File: config.mk
export PLATFORM = sky130hd
export DESIGN_NAME = dlxDecodeTop
export DESIGN_NICKNAME = d
export VERILOG_FILES = /design/src/verilog/dlxPkg.sv /design/src/verilog/dlxDecodeTop.sv /design/src/verilog/decodeStage.sv /design/src/verilog/control.sv /design/src/verilog/instrQueue.sv /design/src/verilog/instrApbPort.sv
export SDC_FILE = /design/constraint.sdc
export NUM_CORES = 1
export LEC_CHECK = 0
export BUFFER_PORTS_ARGS = -buffer_cell sky130_fd_sc_hd__buf_2
export CAP_MARGIN = 40
export CORE_ASPECT_RATIO = 1.4
export CORE_MARGIN = 5
export CORE_UTILIZATION = 50
export CTS_CLUSTER_DIAMETER = 40
export DETAILED_ROUTE_END_ITERATION = 8
export PLACE_DENSITY = 0.79
export SETUP_SLACK_MARGIN = 0.02
export SKIP_LAST_GASP = 1
export SYNTH_ARGS = -nofsm -noshare
export SYNTH_HDL_FRONTEND = slang
export SYNTH_SLANG_ARGS = --single-unit
File: constraint.sdc
create_clock -name clk -period 4.93 [get_ports clk]
set_clock_uncertainty 0.2 [all_clocks]
set_input_delay 0.986 -clock clk [delete_from_list [all_inputs] [get_ports clk]]
set_output_delay 0.986 -clock clk [all_outputs]
set_load 0.02 [all_outputs]
File: src/verilog/dlxPkg.sv
package dlxPkg;

    // instruction field widths, bit 0 is the msb as in the datapath
    localparam int opcodeW = 6;
    localparam int funcW   = 6;

    typedef logic [0:31] instrT;
    typedef logic [0:opcodeW-1] opcodeT;

    // apb address map
    localparam logic [7:0] instrAddr  = 8'h00;  // write only, pushes a word
    localparam logic [7:0] statusAddr = 8'h04;  // read only
    // status word: bit 0 empty, bit 1 full, bits 15:8 fill count

    // primary opcodes
    localparam opcodeT opRType   = 6'h00;  // integer r-type, func selects op
    localparam opcodeT opFpRType = 6'h01;  // fp r-type, only mul is decoded
    localparam opcodeT opJ       = 6'h02;
    localparam opcodeT opJal     = 6'h03;
    localparam opcodeT opBeqz    = 6'h04;
    localparam opcodeT opBnez    = 6'h05;
    localparam opcodeT opAddui   = 6'h09;
    localparam opcodeT opSubui   = 6'h0b;
    localparam opcodeT opLhi     = 6'h0f;
    localparam opcodeT opJr      = 6'h12;
    localparam opcodeT opJalr    = 6'h13;

    // loads
    localparam opcodeT opLb      = 6'h20;
    localparam opcodeT opLh      = 6'h21;
    localparam opcodeT opLw      = 6'h23;
    localparam opcodeT opLbu     = 6'h24;
    localparam opcodeT opLhu     = 6'h25;

    // stores
    localparam opcodeT opSb      = 6'h28;
    localparam opcodeT opSh      = 6'h29;
    localparam opcodeT opSw      = 6'h2b;

endpackage
File: src/verilog/dlxDecodeTop.sv
module dlxDecodeTop
    import dlxPkg::*;
#(
    parameter int QueueDepth = 4
) (
    input  logic        clk,
    input  logic        rstN,
    input  logic        psel,
    input  logic        penable,
    input  logic        pwrite,
    input  logic [7:0]  paddr,
    input  instrT       pwdata,
    output logic [31:0] prdata,
    output logic        pready,
    output logic        pslverr,
    input  logic        ctrlReady,
    output logic        ctrlValid,
    output instrT       ctrlInstr,
    output logic        PCtoReg,
    output logic        regToPC,
    output logic        jump,
    output logic        branch,
    output logic        branchZero,
    output logic        RType,
    output logic        RegWrite,
    output logic        MemToReg,
    output logic        MemWrite,
    output logic        mul,
    output logic        extOp,
    output logic        LHIOp,
    output logic [0:1]  DSize,
    output logic [0:3]  ALUCtrl
);

    localparam int CountW = $clog2(QueueDepth + 1);

    logic              push, pop, full, empty;
    logic [CountW-1:0] count;
    instrT             pushData, popData;

    instrApbPort #(.QueueDepth(QueueDepth), .CountW(CountW)) apbPort (
        .clk, .rstN, .psel, .penable, .pwrite, .paddr, .pwdata,
        .prdata, .pready, .pslverr, .push, .pushData, .full, .count
    );

    instrQueue #(.payloadT(instrT), .QueueDepth(QueueDepth), .CountW(CountW)) queue (
        .clk, .rstN, .push, .pushData, .pop, .popData, .empty, .full, .count
    );

    decodeStage decode (
        .clk, .rstN, .pop, .popData, .empty, .ctrlValid, .ctrlReady,
        .PCtoReg, .regToPC, .jump, .branch, .branchZero, .RType, .RegWrite,
        .MemToReg, .MemWrite, .mul, .extOp, .LHIOp, .DSize, .ALUCtrl, .ctrlInstr
    );

endmodule

File: src/verilog/decodeStage.sv
module decodeStage
    import dlxPkg::*;
(
    input  logic       clk,
    input  logic       rstN,
    output logic       pop,
    input  instrT      popData,
    input  logic       empty,
    output logic       ctrlValid,
    input  logic       ctrlReady,
    output logic       PCtoReg,
    output logic       regToPC,
    output logic       jump,
    output logic       branch,
    output logic       branchZero,
    output logic       RType,
    output logic       RegWrite,
    output logic       MemToReg,
    output logic       MemWrite,
    output logic       mul,
    output logic       extOp,
    output logic       LHIOp,
    output logic [0:1] DSize,
    output logic [0:3] ALUCtrl,
    output instrT      ctrlInstr
);

    logic       decPCtoReg, decRegToPC, decJump, decBranch, decBranchZero;
    logic       decRType, decRegWrite, decMemToReg, decMemWrite;
    logic       decMul, decExtOp, decLHIOp;
    logic [0:1] decDSize;
    logic [0:3] decALUCtrl;

    // decode straight off the queue head
    control ctrlDec (
        .instruction(popData),
        .PCtoReg(decPCtoReg), .regToPC(decRegToPC), .jump(decJump),
        .branch(decBranch), .branchZero(decBranchZero),
        .RType(decRType), .RegWrite(decRegWrite),
        .MemToReg(decMemToReg), .MemWrite(decMemWrite), .DSize(decDSize),
        .mul(decMul), .extOp(decExtOp), .LHIOp(decLHIOp), .ALUCtrl(decALUCtrl)
    );

    // reload when the slot is free or being taken this edge
    assign pop = !empty && (!ctrlValid || ctrlReady);

    always_ff @(posedge clk or negedge rstN) begin
        if (!rstN) begin
            ctrlValid <= 1'b0;
        end else if (pop) begin
            ctrlValid <= 1'b1;
        end else if (ctrlReady) begin
            ctrlValid <= 1'b0;
        end
    end

    always_ff @(posedge clk) begin
        if (pop) begin
            {PCtoReg, regToPC, jump, branch, branchZero} <=
                {decPCtoReg, decRegToPC, decJump, decBranch, decBranchZero};
            {RType, RegWrite, MemToReg, MemWrite} <=
                {decRType, decRegWrite, decMemToReg, decMemWrite};
            {mul, extOp, LHIOp} <= {decMul, decExtOp, decLHIOp};
            DSize     <= decDSize;
            ALUCtrl   <= decALUCtrl;
            ctrlInstr <= popData;  // kept for tracing
        end
    end

endmodule

File: src/verilog/control.sv
module control
    import dlxPkg::*;
(
    input  instrT      instruction,
    // pc logic
    output logic       PCtoReg,     // jal, jalr
    output logic       regToPC,     // jr, jalr
    output logic       jump,
    output logic       branch,
    output logic       branchZero,  // beqz only
    // register file
    output logic       RType,
    output logic       RegWrite,
    // data memory
    output logic       MemToReg,    // loads
    output logic       MemWrite,    // stores
    output logic [0:1] DSize,
    // execute
    output logic       mul,
    output logic       extOp,       // low for addui and subui
    output logic       LHIOp,
    output logic [0:3] ALUCtrl
);

    logic [0:opcodeW-1] opcode;
    logic [0:funcW-1]   func;
    logic [0:4]         fpFunc;
    logic               fpRType;
    logic               jumpNotLink;

    assign opcode = instruction[0:opcodeW-1];
    assign func   = instruction[32-funcW:31];
    assign fpFunc = instruction[27:31];

    // j, jal, jr, jalr share 0x0_001x with bit 1 picking the register forms
    assign PCtoReg    = ~opcode[0] & ~opcode[2] & ~opcode[3] & opcode[4] & opcode[5];
    assign regToPC    = ~opcode[0] & opcode[1] & ~opcode[2] & ~opcode[3] & opcode[4];
    assign jump       = ~opcode[0] & ~opcode[2] & ~opcode[3] & opcode[4];
    assign branch     = ~opcode[0] & ~opcode[1] & ~opcode[2] & opcode[3] & ~opcode[4];
    assign branchZero = branch & ~opcode[5];
    assign jumpNotLink = jump & ~PCtoReg;

    assign RType   = (opcode == 6'b000000);  // opRType
    assign fpRType = (opcode == 6'b000001);  // opFpRType

    assign RegWrite = ~MemWrite & ~jumpNotLink & ~branch;
    assign MemToReg = opcode[0] & ~opcode[1] & ~opcode[2]
                    & (~opcode[4] | (~opcode[3] & opcode[4] & opcode[5]));
    assign MemWrite = opcode[0] & ~opcode[1] & opcode[2] & ~opcode[3]
                    & (~opcode[4] | (opcode[4] & opcode[5]));

    // fp mult family lives at fpfunc 0x0e and 0x16
    assign mul   = fpRType & fpFunc[2] & fpFunc[3] & ~fpFunc[4] & (fpFunc[0] ^ fpFunc[1]);
    assign extOp = opcode[0] & opcode[1] & ~opcode[2] & opcode[3] & ~opcode[5];
    assign LHIOp = (opcode == 6'b001111);  // opLhi

    // 00 byte, 01 half, 11 word
    assign DSize[0] = opcode[0] & ~opcode[1] & ~opcode[3] & opcode[4] & opcode[5];
    assign DSize[1] = (opcode[0] & ~opcode[1] & ~opcode[3] & opcode[5])
                    | (opcode[0] & ~opcode[1] & ~opcode[2] & opcode[3] & ~opcode[4] & opcode[5]);

    // r-type takes the low func bits, everything else the low opcode bits
    assign ALUCtrl = RType ? func[2:5] : opcode[2:5];

endmodule

File: src/verilog/instrQueue.sv
module instrQueue #(
    parameter type payloadT   = logic [31:0],
    parameter int  QueueDepth = 4,
    parameter int  CountW     = $clog2(QueueDepth + 1)
) (
    input  logic              clk,
    input  logic              rstN,
    input  logic              push,
    input  payloadT           pushData,
    input  logic              pop,
    output payloadT           popData,
    output logic              empty,
    output logic              full,
    output logic [CountW-1:0] count
);

    localparam int PtrW = (QueueDepth > 1) ? $clog2(QueueDepth) : 1;

    payloadT         mem [QueueDepth];
    logic [PtrW-1:0] wrPtr;
    logic [PtrW-1:0] rdPtr;
    logic            doPush;
    logic            doPop;

    // wrap explicitly so any depth works, not only powers of two
    function automatic logic [PtrW-1:0] nextPtr(input logic [PtrW-1:0] ptr);
        if (ptr == PtrW'(QueueDepth - 1)) begin
            return '0;
        end
        return ptr + 1'b1;
    endfunction

    assign doPush = push && !full;
    assign doPop  = pop && !empty;

    assign empty   = (count == '0);
    assign full    = (count == CountW'(QueueDepth));
    assign popData = mem[rdPtr];  // fall-through, head always visible

    always_ff @(posedge clk) begin
        if (doPush) begin
            mem[wrPtr] <= pushData;
        end
    end

    always_ff @(posedge clk or negedge rstN) begin
        if (!rstN) begin
            wrPtr <= '0;
            rdPtr <= '0;
            count <= '0;
        end else begin
            if (doPush) wrPtr <= nextPtr(wrPtr);
            if (doPop) rdPtr <= nextPtr(rdPtr);
            case ({doPush, doPop})
                2'b10:   count <= count + 1'b1;
                2'b01:   count <= count - 1'b1;
                default: count <= count;  // both or neither
            endcase
        end
    end

endmodule

File: src/verilog/instrApbPort.sv
module instrApbPort
    import dlxPkg::*;
#(
    parameter int QueueDepth = 4,
    parameter int CountW     = $clog2(QueueDepth + 1)
) (
    input  logic              clk,
    input  logic              rstN,
    input  logic              psel,
    input  logic              penable,
    input  logic              pwrite,
    input  logic [7:0]        paddr,
    input  instrT             pwdata,
    output logic [31:0]       prdata,
    output logic              pready,
    output logic              pslverr,
    output logic              push,
    output instrT             pushData,
    input  logic              full,
    input  logic [CountW-1:0] count
);

    logic access;
    logic instrWr;
    logic statusRd;
    logic badAddr;
    logic empty;

    assign access   = psel && penable;
    assign instrWr  = pwrite && (paddr == instrAddr);
    assign statusRd = !pwrite && (paddr == statusAddr);
    assign badAddr  = !(instrWr || statusRd);  // includes wrong direction

    // wait states only while an instruction write finds the queue full
    assign pready  = access && !(instrWr && full);
    assign pslverr = access && badAddr;

    // push lands on the completing edge, one per transfer
    assign push     = access && instrWr && !full;
    assign pushData = pwdata;

    assign empty = (count == '0);

    always_comb begin
        prdata       = '0;
        prdata[0]    = empty;
        prdata[1]    = full;
        prdata[15:8] = 8'(count);
    end

endmodule

# Word-level counts from Yosys, hierarchy flattened
# Memories as Yosys holds them, arrays and structs flattened.
# Index checks and enable logic that the tools add are counted.
[totals] ff_bits=58 mem_bits_rw=128 input_bits=46 word_cells=125 n_memories=1
[mem_list] memory="queue.mem" words=4 width=32 rd=1 rd_ports_with_merged_regs=0 write_ports=1 line="instrQueue.sv:19" rtl="payloadT mem [QueueDepth];"
[op_classes] add_sub_neg=4 eq_ne=8 mux=14 bitwise_logic=55 n_reduce_logical=24
[op_table] operator="$and 1x1->1" count=40
[op_table] operator="$logic_and 1x1->1" count=11
[op_table] operator="$not 1->1" count=11
[op_table] operator="$eq 8x3->1 const B" count=1
[op_table] operator="$logic_not 8->1" count=1
[op_table] operator="$mux 1" count=8
[op_table] operator="$mux 2" count=4
[op_table] operator="$eq 2x2->1 const B" count=3
[op_table] operator="$eq 6x1->1 const B" count=1
[op_table] operator="$eq 6x4->1 const B" count=1
[op_table] operator="$logic_not 1->1" count=6
[op_table] operator="$logic_not 6->1" count=1
[op_table] operator="$pmux 3 s2" count=1
[op_table] operator="$add 2x1->2 const B" count=2
[op_table] operator="$mux 4" count=1
[op_table] operator="$reduce_bool 2->1" count=2
[op_table] operator="$add 3x1->3 const B" count=1
[op_table] operator="$eq 3x3->1 const B" count=1
[op_table] operator="$logic_not 3->1" count=1
[op_table] operator="$or 1x1->1" count=3
[op_table] operator="$sub 3x1->3 const B" count=1
[op_table] operator="$eq 2x1->1 const B" count=1
[op_table] operator="$logic_or 1x1->1" count=2
[op_table] operator="$xor 1x1->1" count=1

# Depth between registers and ports, before layout
# Gate-level depths: netlist of run 1.
# An unclocked memory read counts as a cell.
[depth] word_depth=11 depth_mapped=9 mapped_depth_nobuf=9

# Hierarchy
# Synthesis of run 1 repeated with hierarchy kept, for this count alone.
[unflattened] hier_cells=373 area_unflattened_um2=7438.4
[by_module_without_submodules] module="instrQueue" instances=1 cells_each=209 area_each_um2=5071.1 seq_area_each_um2=4018.9
[by_module_without_submodules] module="decodeStage" instances=1 cells_each=55 area_each_um2=1551.5 seq_area_each_um2=1526.5
[by_module_without_submodules] module="instrApbPort" instances=1 cells_each=75 area_each_um2=569.3 seq_area_each_um2=0.0
[by_module_without_submodules] module="control" instances=1 cells_each=34 area_each_um2=246.5 seq_area_each_um2=0.0

# Worst setup path before layout of run 1
# No wires, ideal clock.
[synth_path] kind="input-to-reg" from="input ctrlReady" to="register queue.count[1]" setup_time_ns=0.125 arrival_time_ns=4.831 setup_slack_ns=-0.226 cell_stages=5 n_path_buf=0 cell_sequence="inv_1 a21oi_1 ha_1 fa_1 mux2_2"
[synth_between] elab_chain_len=5
[synth_rtl] element="start: declaration" line="dlxDecodeTop.sv:16" rtl="input logic ctrlReady,"
[synth_rtl] element="$logic_or 1x1->1 *" line="decodeStage.sv:45" rtl="assign pop = !empty && (!ctrlValid || ctrlReady);"
[synth_rtl] element="$logic_and 1x1->1 *" line="decodeStage.sv:45"
[synth_rtl] element="net decode.pop" line="decodeStage.sv:6" rtl="output logic pop,"
[synth_rtl] element="$logic_and 1x1->1 *" line="instrQueue.sv:34" rtl="assign doPop = pop && !empty;"
[synth_rtl] element="$eq 2x1->1 / $eq 2x2->1 (equally long branches)" line="instrQueue.sv:54" rtl="case ({doPush, doPop})"
[synth_rtl] element="$pmux 3 s2 / $reduce_bool 2->1 (equally long branches)"
[synth_rtl] element="end signal: assignment" line="instrQueue.sv:55" rtl="2'b10: count <= count + 1'b1;"
[synth_rtl] element="end signal: assignment" line="instrQueue.sv:56" rtl="2'b01: count <= count - 1'b1;"
[synth_rtl] element="end signal: assignment" line="instrQueue.sv:57" rtl="default: count <= count;"
[synth_rtl] element="end: declaration" line="instrQueue.sv:14" rtl="output logic [CountW-1:0] count"
# Mark *: on every way through the listed nets, which the timed path passes. The rest lies on a longest branch.
# A chain may end at the register's enable or synchronous reset.

# Worst setup path after layout of run 1
[layout_path] from="input paddr[5]" to="memory queue.mem[2][15] (netlist bit), enable pin"
[layout_between] elab_chain_len=7
[layout_rtl] element="start: declaration" line="dlxDecodeTop.sv:11" rtl="input logic [7:0] paddr,"
[layout_rtl] element="$logic_not 8->1" line="instrApbPort.sv:30" rtl="assign instrWr = pwrite && (paddr == instrAddr);"
[layout_rtl] element="$logic_and 1x1->1" line="instrApbPort.sv:30"
[layout_rtl] element="$logic_and 1x1->1 (2 in series)" line="instrApbPort.sv:39" rtl="assign push = access && instrWr && !full;"
[layout_rtl] element="$logic_and 1x1->1" line="instrQueue.sv:33" rtl="assign doPush = push && !full;"
[layout_rtl] element="$mux 1" line="instrQueue.sv:41" rtl="if (doPush) begin"
[layout_rtl] element="$mux 1 (implied by the code)" line="instrQueue.sv:42" rtl="mem[wrPtr] <= pushData;"
[layout_rtl] element="end: declaration" line="instrQueue.sv:19"
# Every way passes these cells.

==> summary.txt, run 1 <==
Core area -> 13900 um^2
Pin count of the biggest net entering global routing -> 54
Worst EP required -> 4.77 ns
Avg WL per Cell -> 17.7 um
Total power -> 4.44 mW
Die width -> 111 um
Adder-Cell Fraction of Synth Area -> 1.34%
MaxCap Viol Count -> 0
Worst R2R Path Depth -> 4
Placer Congestion -> 0.820
Syn_area_per_cell -> 21.1 um^2
Most common cell in the synthesized netlist -> edfxtp_1
Vias in the first global route -> 3409
Sequential fraction of the synthesis area -> 78.4%
H-tree Lvls -> 4
CP endpoint kind -> flip-flop
Tmin final -> 3.18 ns
Pwr dens -> 541 nW/um^2
Die Y -> 151 um
Peak VDD IR -> 0.351 mV
Synthesis-to-finish area growth -> 16.0%
CTS Sinks -> 186
GRT Util Overall -> 14.6%
R2R Path Start -> queue.rdPtr[1]
Fillers -> 1031
Detailed Route Iter0 Violations -> 157
Top_reg_cell synth -> edfxtp_1
Root Driver -> clkbuf_16
Top cells by instance count after synthesis -> edfxtp_1, mux4_2, buf_4
Setup-failing EPs final -> 0
Synth Area in Compound Gates -> 0.973%
Period utilization -> 64.5%
# DRC -> 0
Pre-antenna DRT Iters -> 4
Remaining Overflow, GRT -> 0
Final Hold Fails -> 0
Hold Buf Count CTS -> 0
DR vias -> 3230
Worst slew margin -> 41.7%
Synth unique cells -> 34
Crit path launch type -> input pin
Reg clk slew, reported paths -> 0.06 ns
Syn. warnings -> 0
Status -> finished, final reports clean
Post-synth top area share -> 75.6%
Share of layout cells above drive strength 1 -> 39.3%
Worst hold path class -> input pin to async pin
GRT Max-Usage Layer -> met2
Initial core utilization -> 50.8%
Routing usage on met1 -> 16.2%
Placed insts -> 611
Post-synthesis async set-or-reset flop share -> 4.30%
Rows -> 51
Met2 Usage GRT -> 25.8%
Number of CTS-inserted buffers -> 17
Final Slew Violations -> 0
Initial antenna violation count -> 1
End of the worst register-to-register path -> decode.ALUCtrl[2]
CTS tree -> yes
FF+latch count, synth -> 186
Worst-Skew Late Latency -> 0.42 ns
Nets -> 498
Mux contribution to synthesized area -> 11.0%
Cell taking the most area after synthesis -> edfxtp_1
I/O Pins -> 131
Post-synthesis cell area -> 7070 um^2
Sequential cell area -> 5550 um^2
DR vias/cell -> 5.02
Final ANT Viol Nets -> 0
Main combinational cell family by area after synthesis -> multiplexers
Setup total negative slack -> 0 ns
Area of the multi-input gates -> 1330 um^2
Post-synthesis instance total -> 335
First-pass GRT wire length -> 18.2 mm
Worst-margin pin slew -> 0.875 ns
Xor/xnor cell area share of the yosys netlist -> 0.619%
WS Path Type -> input pin to flip-flop
Clock buffer depth -> 2
Worst hold slack -> 0.207 ns
Resize count post-CTS -> 0
Worst R2R Setup Slack -> 2.18 ns
CP max FO -> 32
Setup bufs post-CTS -> 0
Full die area -> 16700 um^2
Setup Slack @ Placement -> 1.25 ns
Count of flip-flops with a built-in enable after synthesis -> 178
Final wirelength -> 11.4 mm
Inserted Diodes -> 0
Port buffer count -> 103
PnR worst setup slack -> 1.75 ns
Critical Path AT -> 3.03 ns
Fin cells -> 643
Fmax -> 314 MHz
LEAKAGE -> 2.95 nW
RSZ-0062 raised after global routing -> no
Simple-gate portion of the synthesized area -> 3.15%
Final HPWL DP -> 7.21 mm
Synth area leaders -> edfxtp_1, mux4_2, buf_4
Met3 usage -> 6.23%
==> cells in the final DEF, fill, tap and decap left out, types with 2 or more instances in the layout <==
cell        count
edfxtp_1      178
buf_2         103
mux4_2         32
conb_1         27
clkbuf_16      17
nor2_1         13
inv_1           9
ha_1            6
dfrtp_1         6
mux2_2          5
clkinv_4        5
a21o_1          4
nor3_1          4
and2_2          4
clkinv_1        4
nor4_1          3
nand2_1         3
xnor2_1         3
clkinvlp_4      3
nor3b_1         2
nand4b_1        2
a21oi_1         2
xor2_1          2
o21ai_0         2
inv_6           2
buf_4           2
dfrtp_2         2
==> worst max-delay path: stages <==
cell,delay (ns)
buf_2,0.10
nor4_1,0.35
nand4b_1,0.18
nor3_1,0.56
and2_2,0.85
==> layer usage <==
layer | share of wire [%] | wire [um]
met5 | 0.11 | 13
met4 | 1.5 | 167
met3 | 7.0 | 796
met2 | 53 | 5980
met1 | 39 | 4410
==> area by class of cell <==
| type | instances | share of cell area, % |
|---|---|---|
| clock buffers | 17 | 5.19 |
| clock inverters | 15 | 1.27 |
| repair buffers | 105 | 6.47 |
| flip-flops and latches | 186 | 67.6 |
| inverters | 10 | 0.458 |
| well taps | 185 | 2.82 |
| multi-input cells | 125 | 16.2 |
==> logic make-up (layout without fill, tap and decap cells) <==
group,after synthesis,count (layout)
AOI/OAI and AO/OA,11,11
xor gates and xnor gates,5,5
adders and majority gates,7,7
buffers and inverters,50,147
DFF,186,186
muxes,37,37
other,1,27
and+or+nand+nor,38,38
==> sequential cells by signal, summed over array words and instances, names as in the netlist, 2 cells and up <==
name              flops
decode.ALUCtrl        4
decode.DSize          2
decode.ctrlInstr     32
queue.count           3
queue.mem           128
queue.rdPtr           2
queue.wrPtr           2
==> per-stage QoR <==
step                      util (%)  cell area (um^2)
after detailed placement      55.2              7670
after CTS                     59.0              8200
final                         59.0              8200
after global routing          59.0              8200
after floorplan                  -              7170
after global placement        55.2              7670
==> where the power goes <==
| group | total, mW | switching, mW | internal, mW |
|---|---|---|---|
| Clock | 1.20 | 0.555 | 0.642 |
| Combinational | 1.10 | 0.647 | 0.457 |
| Sequential | 2.14 | 0.136 | 2.00 |
| Total | 4.44 | 1.34 | 3.10 |
==> worst max-delay path by stage <==
stage / start / to / slack [ns] / cells past startpoint
6_report: paddr[5] / queue.mem[2][15] / 1.75 / 5
5_1_grt: paddr[5] / queue.mem[0][15] / 1.56 / 5
4_1_cts: paddr[5] / queue.mem[0][15] / 1.70 / 5
3_5_place_dp: paddr[5] / queue.mem[0][6] / 1.25 / 5
3_3_place_gp: paddr[5] / queue.mem[1][15] / 1.38 / 5
2_1_floorplan: ctrlReady / queue.count[1] / 1.03 / 5
Note: power is estimated with default switching activity, not from simulation.
==> run 2, diff against run 1 <==
--- a/config.mk
+++ b/config.mk
@@ -9,10 +9,10 @@
 export CAP_MARGIN = 40
 export CORE_ASPECT_RATIO = 1.4
 export CORE_MARGIN = 5
-export CORE_UTILIZATION = 50
+export CORE_UTILIZATION = 55
 export CTS_CLUSTER_DIAMETER = 40
 export DETAILED_ROUTE_END_ITERATION = 8
-export PLACE_DENSITY = 0.79
+export PLACE_DENSITY = 0.82
 export SETUP_SLACK_MARGIN = 0.02
 export SKIP_LAST_GASP = 1
 export SYNTH_ARGS = -nofsm -noshare
==> constraint.sdc (replaced) <==
create_clock -name clk -period 3.2 [get_ports clk]
set_clock_uncertainty 0.2 [all_clocks]
set_input_delay 0.64 -clock clk [delete_from_list [all_inputs] [get_ports clk]]
set_output_delay 0.64 -clock clk [all_outputs]
set_load 0.02 [all_outputs]
==> run 2 against run 1 <==
Non-clock buffer count is 10 higher. Clock power is 62% higher. Combinational power is 64% higher. Final cell count is 3.1% lower. Die area is 8.4% lower. Hold slack better by 0.021 ns. Utilization is 6.2 points higher. Sequential share of layout area is 0.87 points lower. Critical endpoint is now decode.MemToReg. Highest routed layer unchanged.
==> summary.txt, run 2 (synthesis gave the netlist of run 1 again) <==
Rows -> 49 (was 51)
Initial antenna violation count -> 3 (was 1)
Synthesis-to-finish area growth -> 17.5% (was 16.0%)
Fin util -> 65.1% (was 59.0%)
Nets -> 508 (was 498)
Avg WL per Cell -> 19.2 um (was 17.7 um)
WL met3 -> 734 um (was 796 um)
Internal power -> 4.81 mW (was 3.10 mW)
Final HPWL DP -> 7.90 mm (was 7.21 mm)
First-pass GRT wire length -> 18.5 mm (was 18.2 mm)
Total power -> 6.96 mW (was 4.44 mW)
Crit path launch type -> flip-flop (was input pin)
Area after DPL -> 7740 um^2 (was 7670 um^2)
Final Hold Fails -> 0 (unchanged)
Reg clk slew, reported paths -> 0.07 ns (was 0.06 ns)
Tmin final -> 2.59 ns
Placed insts -> 588 (was 611)
Share of layout cells above drive strength 1 -> 41.2% (was 39.3%)
Number of CTS-inserted buffers -> 17 (unchanged)
I/O Pins -> 131 (unchanged)
Worst-margin pin slew -> 0.697 ns (was 0.875 ns)
Die Y -> 144 um (was 151 um)
Uppermost layer routed -> met5 (unchanged)
Reg power frac -> 46.2% (was 48.1%)
Status -> finished, final reports clean (unchanged)
Biggest register -> queue.mem (unchanged)
Final Slew Violations -> 0 (unchanged)
Pwr dens -> 837 nW/um^2 (was 541 nW/um^2)
PnR worst setup slack -> 0.615 ns (was 1.75 ns)
H-tree Lvls -> 4 (unchanged)
Net switching power -> 2.14 mW (was 1.34 mW)
Pin count of the biggest net entering global routing -> 53 (was 54)
Full die area -> 15300 um^2 (was 16700 um^2)
Root Driver -> clkbuf_16 (unchanged)
Critical Path AT -> 2.56 ns (was 3.03 ns)
Setup bufs post-CTS -> 0 (unchanged)
Placer Congestion -> 0.709 (was 0.820)
Worst hold path class -> input pin to flip-flop (was input pin to async pin)
MaxCap Viol Count -> 0 (unchanged)
Combinational group share of total power -> 25.9% (was 24.9%)
Clock buffer depth -> 2 (unchanged)
Max reg flops -> 128 (unchanged)
Worst EP required -> 3.17 ns (was 4.77 ns)
Pre-antenna DRT Iters -> 4 (unchanged)
Final ANT Viol Nets -> 0 (unchanged)
Die width -> 106 um (was 111 um)
Clock power frac -> 27.9% (was 27.0%)
Hold Buf Count CTS -> 1 (was 0)
Worst-Skew Late Latency -> 0.42 ns (about the same)
Fin cells -> 623 (was 643)
Initial core utilization -> 55.5% (was 50.8%)
RSZ-0062 raised after global routing -> no (unchanged)
Fmax -> 387 MHz
Setup Slack @ Placement -> 0.296 ns (was 1.25 ns)
Core area -> 12800 um^2 (was 13900 um^2)
Sw frac -> 30.8% (was 30.2%)
Detailed Route Iter0 Violations -> 183 (was 157)
Remaining Overflow, GRT -> 0 (unchanged)
LEAKAGE -> 3.03 nW (was 2.95 nW)
Commonest non-fill, non-tap cell in the layout -> edfxtp_1 (unchanged)
Commonest non-fill, non-tap cells in the layout -> edfxtp_1, buf_2, mux4_2 (unchanged)
DRT met1 WL -> 4.49 mm (was 4.41 mm)
Port buffer count -> 103 (unchanged)
DR vias/cell -> 5.33 (was 5.02)
Largest registers -> queue.mem x128, decode.ctrlInstr x32, decode.ALUCtrl x4 (unchanged)
CP endpoint kind -> flip-flop (unchanged)
Setup total negative slack -> 0 ns (unchanged)
Worst slew margin -> 53.5% (was 41.7%)
DR vias -> 3323 (was 3230)
Peak VDD IR -> 0.446 mV (was 0.351 mV)
Met2 wire length -> 6.38 mm (was 5.98 mm)
CTS Sinks -> 186 (unchanged)
CTS tree -> yes (unchanged)
Final Cell Area -> 8310 um^2 (was 8200 um^2)
Worst hold slack -> 0.229 ns (was 0.207 ns)
Resize count post-CTS -> 0 (unchanged)
# DRC -> 0 (unchanged)
GRT Util Overall -> 16.5% (was 14.6%)
Period utilization -> 80.8%
WS Path Type -> flip-flop to flip-flop (was input pin to flip-flop)
Vias in the first global route -> 3418 (was 3409)
CP max FO -> 30 (was 32)
Final wirelength -> 12.0 mm (was 11.4 mm)
Setup-failing EPs final -> 0 (unchanged)
run 2: final timing paths:
kind	from	to	slack (ns)	depth (start not counted)
max reg2reg	queue.rdPtr[0]	decode.MemToReg	0.61	5
min in group asynchronous	rstN	queue.rdPtr[0]	0.44	2
min	pwdata[11]	queue.mem[1][11]	0.23	1
max	queue.rdPtr[0]	decode.MemToReg	0.61	5
min reg2reg	queue.count[2]	queue.count[2]	0.33	1
max in group asynchronous	rstN	queue.rdPtr[1]	2.16	2
run 2: power groups by stage:
| stage | combinational (mW) | clock, mW | sequential [mW] |
|---|---|---|---|
| after global routing | 1.96 | 2.07 | 3.25 |
| after floorplan | 1.02 | 0 | 3.60 |
| after global placement | 1.78 | 0 | 3.27 |
| after CTS | 1.84 | 1.98 | 3.22 |
| final | 1.80 | 1.94 | 3.21 |
| after detailed placement | 1.83 | 0 | 3.27 |
run 2: area by class of cell:
class                   count  area (um^2)
flip-flops and latches    186         5550
well taps                 153          191
inverters                  10         37.5
repair buffers            115          646
fillers                   834         4440
multi-input cells         125         1330
clock buffers              17          425
diodes                      2         5.00
clock inverters            15          130
run 2: layer usage:
metal / GRT usage (%) / up-vias
met5: 0 / -
met4: 8.25 / 2
met3: 4.91 / 25
met2: 28.7 / 132
met1: 18.7 / 1644
li1: - / 1520
run 2: worst max-delay path, stage by stage, from the launching register on:
cell	delay, ns
dfrtp_2	0.48
buf_4	0.52
mux4_2	0.71
inv_1	0.15
o21ai_0	0.08
and3_1	0.19
==> run 3, diff against run 2 <==
==> constraint.sdc (replaced) <==
create_clock -name clk -period 2.45 [get_ports clk]
set_clock_uncertainty 0.2 [all_clocks]
set_input_delay 0.49 -clock clk [delete_from_list [all_inputs] [get_ports clk]]
set_output_delay 0.49 -clock clk [all_outputs]
set_load 0.02 [all_outputs]
==> run 3 against run 2 <==
Global-route usage is 1.6 points higher. Clock-buffer cell count is 1 higher. Final area is 1.6% higher. Non-clock buffer count is 14 higher. Largest power group unchanged. Critical endpoint is now decode.ALUCtrl[2]. Sequential power is 32% higher. Critical path type unchanged. Fmax is 9.6% higher. Highest routed layer unchanged. Routed wire length is 10% higher. Setup slack worse by 0.52 ns. Largest cell class unchanged. Final cell count is 1.8% higher.
==> summary.txt, run 3 (synthesis gave the netlist of run 1 again) <==
Status -> finished, final reports clean (unchanged)
Initial core utilization -> 55.5% (unchanged)
Peak VDD IR -> 0.514 mV (was 0.446 mV)
Final wirelength -> 13.2 mm (was 12.0 mm)
Critical path cell sequence -> buf_4 -> mux4_2 -> or4_4 -> nor3_4 -> a21o_1 (was buf_4 -> mux4_2 -> inv_1 -> o21ai_0 -> and3_1)
Remaining Overflow, GRT -> 0 (unchanged)
Setup-failing EPs final -> 0 (unchanged)
Reg clk slew, reported paths -> 0.07 ns (about the same)
Area of the multi-input gates -> 1350 um^2 (was 1330 um^2)
Setup total negative slack -> 0 ns (unchanged)
Worst EP required -> 2.53 ns (was 3.17 ns)
Final HPWL DP -> 8.24 mm (was 7.90 mm)
# DRC -> 0 (unchanged)
LEAKAGE -> 3.09 nW (was 3.03 nW)
Critical Path AT -> 2.44 ns (was 2.56 ns)
Pwr dens -> 1100 nW/um^2 (was 837 nW/um^2)
Total power -> 9.26 mW (was 6.96 mW)
Placer Congestion -> 0.716 (was 0.709)
Largest registers -> queue.mem x128, decode.ctrlInstr x32, decode.ALUCtrl x4 (unchanged)
Synthesis-to-finish area growth -> 19.3% (was 17.5%)
Period utilization -> 96.3% (was 80.8%)
Rows -> 49 (unchanged)
Nets -> 522 (was 508)
Commonest non-fill, non-tap cells in the layout -> edfxtp_1, buf_2, mux4_2 (unchanged)
Full die area -> 15300 um^2 (unchanged)
CP max stage delay -> 0.54 ns (was 0.71 ns)
Worst-Skew Late Latency -> 0.42 ns (about the same)
MaxCap Viol Count -> 0 (unchanged)
Avg WL per Cell -> 20.8 um (was 19.2 um)
I/O Pins -> 131 (unchanged)
DR vias -> 3464 (was 3323)
Root Driver -> clkbuf_16 (unchanged)
Pin count of the biggest net entering global routing -> 53 (unchanged)
GRT Util Overall -> 18.2% (was 16.5%)
Slowest stage cell, crit path -> or4_4 (was mux4_2)
CP max FO -> 6 (was 30)
Share of layout cells above drive strength 1 -> 43.0% (was 41.2%)
Core area -> 12800 um^2 (unchanged)
First-pass GRT wire length -> 20.2 mm (was 18.5 mm)
Die width -> 106 um (unchanged)
CP endpoint kind -> flip-flop (unchanged)
Sequential cell area -> 5550 um^2 (about the same)
H-tree Lvls -> 4 (unchanged)
Fillers -> 847 (was 834)
Biggest register -> queue.mem (unchanged)
Clock buffer depth -> 2 (unchanged)
Final Hold Fails -> 0 (unchanged)
Final Slew Violations -> 0 (unchanged)
WS Path Type -> flip-flop to flip-flop (unchanged)
DR vias/cell -> 5.46 (was 5.33)
Max reg flops -> 128 (unchanged)
Fmax -> 424 MHz (was 387 MHz)
Detailed Route Iter0 Violations -> 194 (was 183)
Inserted Diodes -> 0 (was 2)
Worst hold path class -> input pin to flip-flop (unchanged)
Initial antenna violation count -> 1 (was 3)
Vias in the first global route -> 3548 (was 3418)
Fin cells -> 634 (was 623)
Port buffer count -> 103 (unchanged)
CTS Sinks -> 186 (unchanged)
Crit path launch type -> flip-flop (unchanged)
Placed insts -> 597 (was 588)
Pre-antenna DRT Iters -> 4 (unchanged)
CTS tree -> yes (unchanged)
Number of CTS-inserted buffers -> 17 (unchanged)
RSZ-0062 raised after global routing -> yes (was no)
Final ANT Viol Nets -> 0 (unchanged)
Die Y -> 144 um (unchanged)
Commonest non-fill, non-tap cell in the layout -> edfxtp_1 (unchanged)
Tmin final -> 2.36 ns (was 2.59 ns)
-- run 3: cell types whose count changed in the layout (fill, tap and decap cells not counted), moves of 2 or more --
cell,change
nor3_2,+2
clkinv_1,+4
buf_12,+2
clkinv_4,-3
diode_2,-2
dfrtp_2,+3
nor3_1,-2
dfrtp_1,-3
inv_8,-2
buf_4,+11
inv_6,-4
-- run 3: what timing repair did --
item                       CTS  global route
hold endpoints to repair     8             0
hold buffers                 1             0
buffers inserted             0             5
resized for setup            0             1
setup endpoints to repair    0             6
-- run 3: worst max-delay path, delay by kind of cell (launching register included) --
kind	cells	cell delay, ns
and+or+nand+nor	2	0.76
muxes	1	0.51
DFF	1	0.45
AOI/OAI and AO/OA	1	0.16
buffers and inverters	1	0.14
-- run 3: metal layers --
layer / global-route usage, % / share of wire (%)
met2: 31.9 / 55
met3: 5.00 / 6.1
met1: 21.0 / 37
met5: 0 / 0.053
met4: 7.98 / 2.2
-- run 3: worst paths after layout --
kind	from	endpoint	slack [ns]	cells after the start
worst max-delay path	queue.rdPtr[0]	decode.ALUCtrl[2]	0.09	5
worst min-delay path	pwdata[16]	queue.mem[0][16]	0.09	1
worst max register to register	queue.rdPtr[0]	decode.ALUCtrl[2]	0.09	5
worst min register to register	queue.count[2]	queue.count[2]	0.31	1
max in group asynchronous	rstN	queue.rdPtr[1]	1.58	2
min in group asynchronous	rstN	decode.ctrlValid	0.26	2
-- run 3: through the flow --
| step | cell area, um^2 | setup slack, ns | utilization (%) | hold slack [ns] |
|---|---|---|---|---|
| after floorplan | 7210 | -0.285 | - | -0.00559 |
| after global placement | 7860 | -0.0638 | 61.6 | 0.156 |
| after detailed placement | 7860 | -0.204 | 61.6 | 0.161 |
| after CTS | 8400 | 0.0691 | 65.9 | 0.0603 |
| after global routing | 8440 | 0.0160 | 66.2 | 0.0668 |
| final | 8440 | 0.0906 | 66.2 | 0.0879 |
-- run 3: power by group --
| part | internal, mW | switching, mW |
|---|---|---|
| clock | 1.38 | 1.08 |
| combinational | 1.07 | 1.50 |
| sequential | 4.03 | 0.195 |
-- run 3: layout make-up --
class | count | area share [%]
clock inverter | 13 | 1.23
inverter | 10 | 0.445
sequential | 186 | 65.8
timing repair buffer | 129 | 9.24
tap | 153 | 2.27
multi-input combinational | 125 | 16.0
clock buffer | 18 | 5.08
